--- config.mk ---
export PLATFORM = sky130hd
export DESIGN_NAME = mem_front
export DESIGN_NICKNAME = d
export VERILOG_FILES = /design/src/source/mem_front_pkg.sv /design/src/source/mem_arbiter.sv /design/src/source/icache.sv /design/src/source/ifetch.sv /design/src/source/dmem_port.sv /design/src/source/mem_front.sv
export SDC_FILE = /design/constraint.sdc
export NUM_CORES = 1
export LEC_CHECK = 0
export BUFFER_PORTS_ARGS = -buffer_cell sky130_fd_sc_hd__buf_2
export CAP_MARGIN = 10
export CORE_MARGIN = 5
export CORE_UTILIZATION = 35
export DETAILED_ROUTE_END_ITERATION = 7
export GPL_TIMING_DRIVEN = 0
export PLACE_DENSITY = 0.61
export SLEW_MARGIN = 20
export SYNTH_ARGS = -nofsm -noshare
export SYNTH_HDL_FRONTEND = slang
export SYNTH_SLANG_ARGS = --single-unit
--- constraint.sdc ---
create_clock -name clock -period 10.1 [get_ports clock]
set_input_delay 2.02 -clock clock [delete_from_list [all_inputs] [get_ports clock]]
set_output_delay 2.02 -clock clock [all_outputs]
set_load 0.05 [all_outputs]
--- src/source/mem_front_pkg.sv ---
package mem_front_pkg;

    ////////////////////
    // Bus widths
    ////////////////////

    // Address and data word width, fixed by the bus format
    localparam int XLEN = 32;

    // One memory block per bus transfer
    localparam int BLOCK_BITS = 64;

    // Response and reply tags
    // Tag zero means no tag
    localparam int TAG_BITS = 4;

    // PC step between sequential instructions
    localparam int INST_BYTES = 4;

    ////////////////////
    // Address helpers
    ////////////////////

    // Byte offset bits inside one 64-bit block
    localparam int BLOCK_OFFSET_BITS = 3;

    // Address bit that picks the upper or lower word of a block
    localparam int WORD_SEL_BIT = 2;

    ////////////////////
    // Bus commands
    ////////////////////

    typedef enum logic [1:0] {
        BUS_NONE  = 2'h0,
        BUS_LOAD  = 2'h1,
        BUS_STORE = 2'h2
    } bus_command;

endpackage

--- src/source/mem_arbiter.sv ---
`timescale 1ns/100ps

module mem_arbiter (
    input  mem_front_pkg::bus_command               icache_command,
    input  logic [mem_front_pkg::XLEN-1:0]          icache_addr,
    input  mem_front_pkg::bus_command               dmem_command,
    input  logic [mem_front_pkg::XLEN-1:0]          dmem_addr,
    input  logic [mem_front_pkg::XLEN-1:0]          dmem_data,
    input  logic [mem_front_pkg::TAG_BITS-1:0]      mem2proc_response,
    output mem_front_pkg::bus_command               proc2mem_command,
    output logic [mem_front_pkg::XLEN-1:0]          proc2mem_addr,
    output logic [mem_front_pkg::BLOCK_BITS-1:0]    proc2mem_data,
    output logic [mem_front_pkg::TAG_BITS-1:0]      icache_response,
    output logic [mem_front_pkg::TAG_BITS-1:0]      dmem_response
);
    import mem_front_pkg::*;

    // Data port wins whenever it has a command
    always_comb begin
        if (dmem_command != BUS_NONE) begin
            proc2mem_command = dmem_command;
            proc2mem_addr    = dmem_addr;
            // Same-cycle acceptance goes to the data port only
            dmem_response    = mem2proc_response;
            icache_response  = '0;
        end else begin
            // Cache owns the bus, even when idle
            proc2mem_command = icache_command;
            proc2mem_addr    = icache_addr;
            dmem_response    = '0;
            // No tag back to an idle cache
            if (icache_command != BUS_NONE) begin
                icache_response = mem2proc_response;
            end else begin
                icache_response = '0;
            end
        end
    end

    // Store word rides in the low half of the block
    assign proc2mem_data = {{(BLOCK_BITS - XLEN){1'b0}}, dmem_data};

endmodule

--- src/source/icache.sv ---
`timescale 1ns/100ps

module icache #(
    parameter int icache_lines = 16
) (
    input  logic                                    clock,
    input  logic                                    reset,
    input  logic [mem_front_pkg::XLEN-1:0]          fetch_addr,
    input  logic                                    flush_miss,
    input  logic [mem_front_pkg::TAG_BITS-1:0]      icache_response,
    input  logic [mem_front_pkg::TAG_BITS-1:0]      mem2proc_tag,
    input  logic [mem_front_pkg::BLOCK_BITS-1:0]    mem2proc_data,
    output mem_front_pkg::bus_command               icache_command,
    output logic [mem_front_pkg::XLEN-1:0]          icache_addr,
    output logic [mem_front_pkg::BLOCK_BITS-1:0]    cache_block,
    output logic                                    cache_hit
);
    import mem_front_pkg::*;

    // Address split: tag | index | block offset
    localparam int index_bits    = $clog2(icache_lines);
    localparam int line_tag_bits = XLEN - BLOCK_OFFSET_BITS - index_bits;

    typedef enum logic [1:0] {
        idle,
        request,
        wait_reply
    } refill_state_t;

    ////////////////////
    // Line storage
    ////////////////////

    logic [icache_lines-1:0]   line_valid;
    logic [line_tag_bits-1:0]  line_tag [icache_lines];
    logic [BLOCK_BITS-1:0]     line_data [icache_lines];

    // Refill bookkeeping
    refill_state_t                      state;
    logic [XLEN-BLOCK_OFFSET_BITS-1:0]  miss_block;
    logic [TAG_BITS-1:0]                miss_tag;

    logic [index_bits-1:0]     fetch_index;
    logic [line_tag_bits-1:0]  fetch_tag;
    logic [index_bits-1:0]     fill_index;
    logic [line_tag_bits-1:0]  fill_tag;
    logic                      accepted;
    logic                      reply_match;

    assign fetch_index = fetch_addr[BLOCK_OFFSET_BITS +: index_bits];
    assign fetch_tag   = fetch_addr[XLEN-1 -: line_tag_bits];
    assign fill_index  = miss_block[index_bits-1:0];
    assign fill_tag    = miss_block[XLEN-BLOCK_OFFSET_BITS-1 -: line_tag_bits];

    // Lookup is combinational, so a hit returns its block this cycle
    assign cache_hit   = line_valid[fetch_index] && (line_tag[fetch_index] == fetch_tag);
    assign cache_block = line_data[fetch_index];

    ////////////////////
    // Refill FSM
    ////////////////////

    // Load held until memory hands back a nonzero tag
    assign icache_command = (state == request) ? BUS_LOAD : BUS_NONE;
    assign icache_addr    = {miss_block, {BLOCK_OFFSET_BITS{1'b0}}};

    assign accepted    = (state == request) && (icache_response != '0);
    // Stored tag is never zero while waiting
    assign reply_match = (state == wait_reply) && (mem2proc_tag == miss_tag);

    always_ff @(posedge clock) begin
        if (reset) begin
            state      <= idle;
            line_valid <= '0;
        end else begin
            case (state)
                idle: begin
                    // A miss on a PC that is being abandoned starts nothing
                    if (!cache_hit && !flush_miss) begin
                        state <= request;
                    end
                end
                request: begin
                    // Acceptance beats a flush in the same cycle
                    if (accepted) begin
                        state <= wait_reply;
                    end else if (flush_miss) begin
                        state <= idle;
                    end
                end
                wait_reply: begin
                    // Accepted loads always fill, even after a branch
                    if (reply_match) begin
                        line_valid[fill_index] <= 1'b1;
                        state <= idle;
                    end
                end
                default: begin
                    state <= idle;
                end
            endcase
        end
    end

    // Miss address tracks the PC until the FSM leaves idle
    always_ff @(posedge clock) begin
        if (state == idle) begin
            miss_block <= fetch_addr[XLEN-1:BLOCK_OFFSET_BITS];
        end
        if (accepted) begin
            miss_tag <= icache_response;
        end
        if (reply_match) begin
            line_tag[fill_index]  <= fill_tag;
            line_data[fill_index] <= mem2proc_data;
        end
    end

endmodule

--- src/source/ifetch.sv ---
`timescale 1ns/100ps

module ifetch (
    input  logic                                    clock,
    input  logic                                    reset,
    input  logic [mem_front_pkg::XLEN-1:0]          reset_pc,
    input  logic                                    fetch_enable,
    input  logic                                    branch_taken,
    input  logic [mem_front_pkg::XLEN-1:0]          branch_target,
    input  logic [mem_front_pkg::BLOCK_BITS-1:0]    cache_block,
    input  logic                                    cache_hit,
    output logic [mem_front_pkg::XLEN-1:0]          fetch_addr,
    output logic                                    flush_miss,
    output logic                                    fetch_valid,
    output logic [mem_front_pkg::XLEN-1:0]          fetch_pc,
    output logic [mem_front_pkg::XLEN-1:0]          fetch_inst
);
    import mem_front_pkg::*;

    logic [XLEN-1:0] pc;
    logic [XLEN-1:0] next_seq_pc;

    ////////////////////
    // Cache lookup
    ////////////////////

    // Current PC goes to the cache every cycle
    assign fetch_addr = pc;

    // Abandon a refill that has not been accepted yet
    assign flush_miss = branch_taken;

    // One instruction per enabled hit, none in a branch cycle
    assign fetch_valid = fetch_enable && cache_hit && !branch_taken;
    assign fetch_pc    = pc;

    // Upper or lower word of the block by PC bit 2
    always_comb begin
        if (pc[WORD_SEL_BIT]) begin
            fetch_inst = cache_block[BLOCK_BITS-1 -: XLEN];
        end else begin
            fetch_inst = cache_block[XLEN-1:0];
        end
    end

    ////////////////////
    // PC sequencing
    ////////////////////

    assign next_seq_pc = pc + INST_BYTES;

    always_ff @(posedge clock) begin
        if (reset) begin
            pc <= reset_pc;
        end else if (branch_taken) begin
            // Redirect wins over sequential advance
            pc <= branch_target;
        end else if (fetch_valid) begin
            pc <= next_seq_pc;
        end
        // Miss or disabled fetch holds the PC
    end

endmodule

--- src/source/dmem_port.sv ---
`timescale 1ns/100ps

module dmem_port (
    input  logic                                    clock,
    input  logic                                    reset,
    input  logic                                    dmem_request,
    input  logic                                    dmem_write,
    input  logic [mem_front_pkg::XLEN-1:0]          dmem_addr,
    input  logic [mem_front_pkg::XLEN-1:0]          dmem_wdata,
    input  logic [mem_front_pkg::TAG_BITS-1:0]      dmem_response,
    input  logic [mem_front_pkg::TAG_BITS-1:0]      mem2proc_tag,
    input  logic [mem_front_pkg::BLOCK_BITS-1:0]    mem2proc_data,
    output mem_front_pkg::bus_command               dmem_command,
    output logic [mem_front_pkg::XLEN-1:0]          bus_addr,
    output logic [mem_front_pkg::XLEN-1:0]          bus_data,
    output logic                                    dmem_busy,
    output logic                                    dmem_done,
    output logic [mem_front_pkg::XLEN-1:0]          dmem_rdata
);
    import mem_front_pkg::*;

    typedef enum logic [1:0] {
        idle,
        request,
        wait_reply
    } access_state_t;

    access_state_t        state;
    logic                 done_q;
    logic                 write_q;
    logic [XLEN-1:0]      addr_q;
    logic [XLEN-1:0]      data_q;
    logic [TAG_BITS-1:0]  tag_q;

    logic                 start;
    logic                 accepted;
    logic                 reply_match;
    logic [XLEN-1:0]      reply_word;

    // New access only when fully idle, done cycle included
    assign start       = (state == idle) && !done_q && dmem_request;
    assign accepted    = (state == request) && (dmem_response != '0);
    assign reply_match = (state == wait_reply) && (mem2proc_tag == tag_q);
    assign reply_word  = addr_q[WORD_SEL_BIT] ? mem2proc_data[BLOCK_BITS-1 -: XLEN]
                                              : mem2proc_data[XLEN-1:0];

    ////////////////////
    // Bus side
    ////////////////////

    assign dmem_command = (state != request) ? BUS_NONE :
                          write_q            ? BUS_STORE : BUS_LOAD;
    assign bus_addr     = addr_q;
    assign bus_data     = data_q;

    // Busy spans request, wait and the done cycle
    assign dmem_busy = (state != idle) || done_q;
    assign dmem_done = done_q;

    always_ff @(posedge clock) begin
        if (reset) begin
            state  <= idle;
            done_q <= 1'b0;
        end else begin
            done_q <= 1'b0;
            case (state)
                idle: if (start) state <= request;
                request: begin
                    if (accepted) begin
                        // Stores finish at acceptance
                        if (write_q) begin
                            state  <= idle;
                            done_q <= 1'b1;
                        end else begin
                            state <= wait_reply;
                        end
                    end
                end
                wait_reply: begin
                    if (reply_match) begin
                        state  <= idle;
                        done_q <= 1'b1;
                    end
                end
                default: state <= idle;
            endcase
        end
    end

    // Request fields, load tag and returned word
    always_ff @(posedge clock) begin
        if (start) begin
            write_q <= dmem_write;
            addr_q  <= dmem_addr;
            data_q  <= dmem_wdata;
        end
        if (accepted) tag_q <= dmem_response;
        if (reply_match) dmem_rdata <= reply_word;
    end

endmodule

--- src/source/mem_front.sv ---
`timescale 1ns/100ps

module mem_front #(
    parameter int icache_lines = 16
) (
    input  logic                                    clock,
    input  logic                                    reset,
    input  logic [mem_front_pkg::XLEN-1:0]          reset_pc,
    input  logic                                    fetch_enable,
    input  logic                                    branch_taken,
    input  logic [mem_front_pkg::XLEN-1:0]          branch_target,
    input  logic                                    dmem_request,
    input  logic                                    dmem_write,
    input  logic [mem_front_pkg::XLEN-1:0]          dmem_addr,
    input  logic [mem_front_pkg::XLEN-1:0]          dmem_wdata,
    input  logic [mem_front_pkg::TAG_BITS-1:0]      mem2proc_response,
    input  logic [mem_front_pkg::BLOCK_BITS-1:0]    mem2proc_data,
    input  logic [mem_front_pkg::TAG_BITS-1:0]      mem2proc_tag,
    output mem_front_pkg::bus_command               proc2mem_command,
    output logic [mem_front_pkg::XLEN-1:0]          proc2mem_addr,
    output logic [mem_front_pkg::BLOCK_BITS-1:0]    proc2mem_data,
    output logic                                    fetch_valid,
    output logic [mem_front_pkg::XLEN-1:0]          fetch_pc,
    output logic [mem_front_pkg::XLEN-1:0]          fetch_inst,
    output logic                                    dmem_busy,
    output logic                                    dmem_done,
    output logic [mem_front_pkg::XLEN-1:0]          dmem_rdata
);
    import mem_front_pkg::*;

    ////////////////////
    // Fetch to cache
    ////////////////////

    logic [XLEN-1:0]        fetch_addr;
    logic                   flush_miss;
    logic [BLOCK_BITS-1:0]  cache_block;
    logic                   cache_hit;

    // Requesters to arbiter
    bus_command             icache_command;
    logic [XLEN-1:0]        icache_addr;
    logic [TAG_BITS-1:0]    icache_response;
    bus_command             dmem_command;
    logic [XLEN-1:0]        dmem_bus_addr;
    logic [XLEN-1:0]        dmem_bus_data;
    logic [TAG_BITS-1:0]    dmem_response;

    ifetch ifetch_0 (
        .clock(clock),
        .reset(reset),
        .reset_pc(reset_pc),
        .fetch_enable(fetch_enable),
        .branch_taken(branch_taken),
        .branch_target(branch_target),
        .cache_block(cache_block),
        .cache_hit(cache_hit),
        .fetch_addr(fetch_addr),
        .flush_miss(flush_miss),
        .fetch_valid(fetch_valid),
        .fetch_pc(fetch_pc),
        .fetch_inst(fetch_inst)
    );

    // Reply tags go to both cache and data port
    icache #(
        .icache_lines(icache_lines)
    ) icache_0 (
        .clock(clock),
        .reset(reset),
        .fetch_addr(fetch_addr),
        .flush_miss(flush_miss),
        .icache_response(icache_response),
        .mem2proc_tag(mem2proc_tag),
        .mem2proc_data(mem2proc_data),
        .icache_command(icache_command),
        .icache_addr(icache_addr),
        .cache_block(cache_block),
        .cache_hit(cache_hit)
    );

    dmem_port dmem_port_0 (
        .clock(clock),
        .reset(reset),
        .dmem_request(dmem_request),
        .dmem_write(dmem_write),
        .dmem_addr(dmem_addr),
        .dmem_wdata(dmem_wdata),
        .dmem_response(dmem_response),
        .mem2proc_tag(mem2proc_tag),
        .mem2proc_data(mem2proc_data),
        .dmem_command(dmem_command),
        .bus_addr(dmem_bus_addr),
        .bus_data(dmem_bus_data),
        .dmem_busy(dmem_busy),
        .dmem_done(dmem_done),
        .dmem_rdata(dmem_rdata)
    );

    // Data port has priority on the shared bus
    mem_arbiter mem_arbiter_0 (
        .icache_command(icache_command),
        .icache_addr(icache_addr),
        .dmem_command(dmem_command),
        .dmem_addr(dmem_bus_addr),
        .dmem_data(dmem_bus_data),
        .mem2proc_response(mem2proc_response),
        .proc2mem_command(proc2mem_command),
        .proc2mem_addr(proc2mem_addr),
        .proc2mem_data(proc2mem_data),
        .icache_response(icache_response),
        .dmem_response(dmem_response)
    );

endmodule

# Word-level counts from Yosys, hierarchy flattened
# Memory sizes are Yosys's and may differ from the RTL's. A register that Yosys moved wholly into a read port is not among the register bits.
# Index checks and enable logic that the tools add are counted.
[word_totals]
regBits = 187
ramBits = 1424
input_bits = 206
out_inout_bits = 197
word_cells = 94
mem_count = 2
[memory_table]
columns = ["memory", "depth", "word_bits", "rd", "rd_ports_with_merged_regs", "write_ports", "line", "source"]
rows = [
  ["icache_0.line_data", 16, 64, 1, 1, 1, "icache.sv:36", "logic [BLOCK_BITS-1:0] line_data [icache_lines];"],
  ["icache_0.line_tag", 16, 25, 1, 1, 1, "icache.sv:35", "logic [line_tag_bits-1:0] line_tag [icache_lines];"],
]
[classes]
add_sub_neg = 1
magnitude_cmp = 3
n_eq_ne = 14
mux = 35
bitwise_logic = 1
reduce_logical = 26
[ops]
columns = ["op", "count"]
rows = [
  ["$mux W32", 6],
  ["$add A32 B3 Y32 const B", 1],
  ["$eq A25 B25 Y1", 1],
  ["$mux W2", 11],
  ["$mux W4", 5],
  ["$or A16 B16 Y16", 1],
  ["$ne A2 B1 Y1 const B", 6],
  ["$pmux W2 S3", 2],
  ["$logic_and A1 B1 Y1", 11],
  ["$lt A4 B5 Y1 const B", 2],
  ["$eq A4 B4 Y1", 2],
  ["$mux W1", 8],
  ["$reduce_bool A4 Y1", 2],
  ["$reduce_and A3 Y1", 2],
  ["$reduce_bool A2 Y1", 3],
  ["$bmux W1 S4", 1],
  ["$demux W1 S4", 1],
  ["$eq A2 B1 Y1 const B", 2],
  ["$eq A2 B2 Y1 const B", 2],
  ["$ge A4 B1 Y1 const B", 1],
  ["$logic_not A2 Y1", 2],
  ["$logic_not A1 Y1", 3],
  ["$ne A3 B2 Y1 const B", 1],
  ["$reduce_bool A3 Y1", 1],
  ["other kinds (3)", 3],
]

# Logic depth before layout (Yosys ltp)
[depth]
word_depth = 9
depth_mapped = 12
mapped_depth_nobuf = 9

# Hierarchy
# Synthesis repeated with hierarchy kept, for this count alone.
[unflattened]
cells_unflattened = 2843
area_unflattened_um2 = 63598.5
[modules_own_cells]
columns = ["module", "n_inst", "cells_each", "area_per_inst_um2", "seq_area_each_um2"]
rows = [
  ["icache", 1, 2271, 56006.2, 44112.3],
  ["dmem_port", 1, 169, 3707.3, 3093.0],
  ["ifetch", 1, 288, 2773.9, 960.9],
  ["mem_arbiter", 1, 115, 1111.1, 0.0],
]

# Least setup slack after synthesis
# No wires, ideal clock.
[synth_path]
kind = "input port to flip-flop"
from = "input port mem2proc_tag[2] (netlist bit)"
to = "memory icache_0.line_data[0][0], enable pin"
setup_time_ns = 0.648
arrival_ns = 9.223
required_time_ns = 9.452
slack_ns = 0.229
path_stages = 5
n_path_buf = 0
cell_sequence = "xnor2_1 > nand4_1 > or3b_2 > or3_1 > nor3_1"
[synth_via]
elab_chain_len = 4
[synth_lines]
columns = ["element", "line", "source"]
rows = [
  ["start: declaration", "mem_front.sv:18", "input logic [mem_front_pkg::TAG_BITS-1:0] mem2proc_tag,"],
  ["$eq A4 B4 Y1", "icache.sv:69", "assign reply_match = (state == wait_reply) && (mem2proc_tag == miss_tag);"],
  ["$logic_and A1 B1 Y1", "icache.sv:69", ""],
  ["$mux W1", "icache.sv:113", "if (reply_match) begin"],
  ["$mux W1 (not written as such)", "icache.sv:115", "line_data[fill_index] <= mem2proc_data;"],
  ["end: declaration", "icache.sv:36", ""],
]
# No other way between the ends.

==> metrics.md <==
| Metric | Value |
|---|---|
| Outcome | `complete, no violations` |
| Synthesized cell area | `approximately 63000 um^2` |
| Final layout net count | `about 3700` |
| H-tree levels | `4` |
| Iteration-0 DRC Markers | `about 3200` |
| WL/cell | `about 28 um` |
| HP Class | `register to register` |
| Max_cap viols | `0` |
| Fin Setup TNS | `0 ns` |
| Layout cell share with drive strength beyond 1 | `a little under two fifths` |
| Critical Path AT | `around 5.9 ns` |
| PostCTS Resize Cnt | `0` |
| Post-route cell area | `between 70000 and 80000 um^2` |
| I/O pin count | `about 400` |
| Setup Skew | `roughly 0.036 ns` |
| Met3 wire length | `~11000 um` |
| Dpl hpwl | `120000 um` |
| Area share of the largest cell type after synthesis | `76.0%` |
| Worst slew pin tran | `between 1 and 1.5 ns` |
| Worst-skew pair later-pin latency | `0.79 ns` |
| Leak | `24.7 nW` |
| CTS max path bufs | `3` |
| Die ar. | `between 150000 and 200000 um^2` |
| Clock slew at reported path FFs | `roughly 0.060 ns` |
| Largest net degree at the start of global routing | `34` |
| M1 wire length | `67700 um` |
| Period utilization | `78.8%` |
| Final Max Slew Viols | `0` |
| Maximum vdd drop | `0.197 mV` |
| Main synth FF type | `edfxtp_1` |
| Clock sinks | `1615` |
| Post-synth EDFFs | `between 1500 and 2000` |
| CP cell instances | `buf_4 -> buf_2 -> buf_2 -> buf_2 -> clkbuf_1 -> clkbuf_1 -> mux4_2 -> mux4_2 -> mux2_2 -> buf_2` |
| FF-to-FF path depth | `10` |
| Crit path depth | `10` |
| Crit-path max cell delay | `approximately 0.85 ns` |
| Synth Register Bits | `about 1600` |
| Area after DPL | `around 70000 um^2` |
| Unique cell type count in the Yosys netlist | `54` |
| CTS Buf Count | `between 150 and 200` |
| RSZ-0062 raised after global routing | `no` |
| Grt ovf | `0` |
| Register area share after synthesis | `about 77%` |
| Core Footprint | `around 180000 um^2` |
| Via Count | `roughly 32000` |
| Initial antenna violation count | `33` |
| Tmin final | `approximately 8.0 ns` |
| DR top layer | `met5` |
| Post-layout util | `a little over two fifths` |
| # DRC | `0` |
| Min-delay src | `icache_0.line_valid[14]` |
| Initial Utilization | `35.2%` |
| CP Class | `register to output pin` |
| First-pass GRT wire length | `between 200000 and 250000 um` |
| Port buffer count | `370` |
| Critical Path RT | `between 8 and 9 ns` |
| Die H | `approximately 430 um` |
| Top cell type by total area after synthesis | `edfxtp_1` |
| Startpoint Class | `register` |
| Top post-synthesis cells by area | `edfxtp_1 (76%), mux4_2 (14%), mux2_2 (1.9%), mux2i_1 (1.1%), dfxtp_1 (0.80%)` |
| Post-CTS setup repair buffer count | `0` |
| Area growth syn-to-layout | `20.4%` |
| GRT Total Usage | `roughly 18%` |
| Crit-path most repeated cell | `buf_2` |
| Slew HR | `between 20 and 30%` |
| Met2 routed WL | `around 87000 um` |
| # setup viols final | `0` |
| Hold depth | `2` |
| Syn Inst Count | `around 2800` |
| Buf/Inv on CP | `7` |
| Root Buffer | `clkbuf_16` |
| Avg Vias per Cell | `5.26` |
| CP max-delay cell | `clkbuf_1` |
| Die W | `434 um` |
| Top cells by count, synth | `edfxtp_1 (1590), mux4_2 (399), mux2_2 (108)` |
| RD Place Congestion | `0.832` |
| Final hold slack | `0.476 ns` |
| Yosys warns | `0` |
| Hold Vio Cnt, Final | `0` |
| Final WL | `~170000 um` |
| CP max FO | `10` |
| Pwr dens | `approximately 220 nW/um^2` |
| DRT antenna net count | `0` |
| Syn Area/Cell | `roughly 22 um^2` |
| Hold Buf Count CTS | `0` |
| Synth async-reset ratio | `0%` |
| Most instantiated library cell after synthesis | `edfxtp_1` |
| CTS tree | `yes` |
| CP top delay family | `buffers and inverters` |
| Fill cells | `roughly 15000` |
| DRT Pass-1 Iters | `5` |
| Row count | `155` |
| CP endpoint kind | `output pin` |
| F_max | `approximately 130 MHz` |
| Vias in the first global route | `32000` |
## worst paths after layout
| path | endpoint | slack, ns |
|---|---|---|
| worst max register to register | ifetch_0.fetch_addr[16] | 5.44 |
| worst min-delay path | icache_0.line_valid[14] | 0.48 |
| worst max-delay path | fetch_inst[2] | 2.14 |
| worst min register to register | icache_0.line_valid[14] | 0.48 |
## layout make-up
type	instances	area, um^2	area share (%)
antenna	13	32.5	0.0430
timing repair buffer	513	4260	5.64
clock buffer	202	4270	5.65
sequential	1615	48200	63.8
inverter	13	48.8	0.0646
tap	2355	2950	3.90
clock inverter	98	1030	1.36
multi-input combinational	1022	13800	18.3
buffer	173	918	1.22
## flip-flops by register name, summed over array words and instances, names as in the netlist, named ones only
signal,count
dmem_port_0.write_q,1
icache_0.miss_block,29
dmem_port_0.bus_data,32
dmem_port_0.bus_addr,32
icache_0.state,2
icache_0.miss_tag,4
dmem_port_0.dmem_done,1
icache_0.line_valid,16
icache_0.line_data,1024
dmem_port_0.tag_q,4
dmem_port_0.state,2
icache_0.line_tag,400
ifetch_0.fetch_addr,32
dmem_port_0.dmem_rdata,32
## stage by stage
| step | worst slack [ns] | std cells | power (W) |
|---|---|---|---|
| final | 2.14 | 6004 | 0.0163 |
| after global routing | 2.02 | 5994 | 0.0168 |
| after CTS | 2.03 | 5991 | 0.0165 |
| after detailed placement | 2.89 | 5691 | 0.0105 |
| after global placement | -9.23 | 5548 | 0.0104 |
| after floorplan | 0.229 | 2823 | 0.00953 |
## layer usage
layer / track usage (%) / vias to the layer above
met5: 0 / -
met4: 5.28 / 4
met3: 3.13 / 242
met2: 31.0 / 1360
met1: 23.7 / 16900
li1: - / 13100
## tightest hold or removal path, stage by stage (launching register included)
cell	delay, ns
dfxtp_1	0.32
nor2_1	0.05
nor2_1	0.07
## power by group
part / switching, W / total (W) / internal (W) / leakage [nW]
sequential: 0.000218 / 0.00787 / 0.00766 / 14.6
combinational: 0.00156 / 0.00241 / 0.000847 / 7.48
clock: 0.00258 / 0.00600 / 0.00342 / 2.56
total: 0.00437 / 0.0163 / 0.0119 / 24.7
## logic make-up after synthesis
logic type / after synthesis / share of synthesized area, %
flip-flops: 1615 / 76.8
buffers and inverters: 186 / 1.52
other: 1 / 0.00597
adder cells (fa/ha/maj): 5 / 0.0996
multiplexers: 591 / 17.9
AO/OA/AOI/OAI: 95 / 0.937
XOR/XNOR: 66 / 0.921
AND/OR/NAND/NOR: 233 / 1.77
## placed cells by master (no fill, tap or decap), types with 11 or more instances in the layout
cell and n:
edfxtp_1 1590, and2_1 13, xnor2_1 47, a21oi_1 33, nand3_1 24, dfxtp_1 25
clkbuf_1 106, nor2_4 14, clkinv_2 21, nor2_1 67, conb_1 32, bufinv_16 15
buf_6 14, mux2_2 108, o21ai_0 34, clkbuf_16 165, nand4_1 14, diode_2 13
mux2i_1 72, buf_16 42, nand2_1 50, xor2_1 19, buf_2 417, clkinv_1 33
buf_12 37, mux4_2 399, mux4_1 12, inv_1 11, buf_4 95
Power figures use the tool's default switching activity.
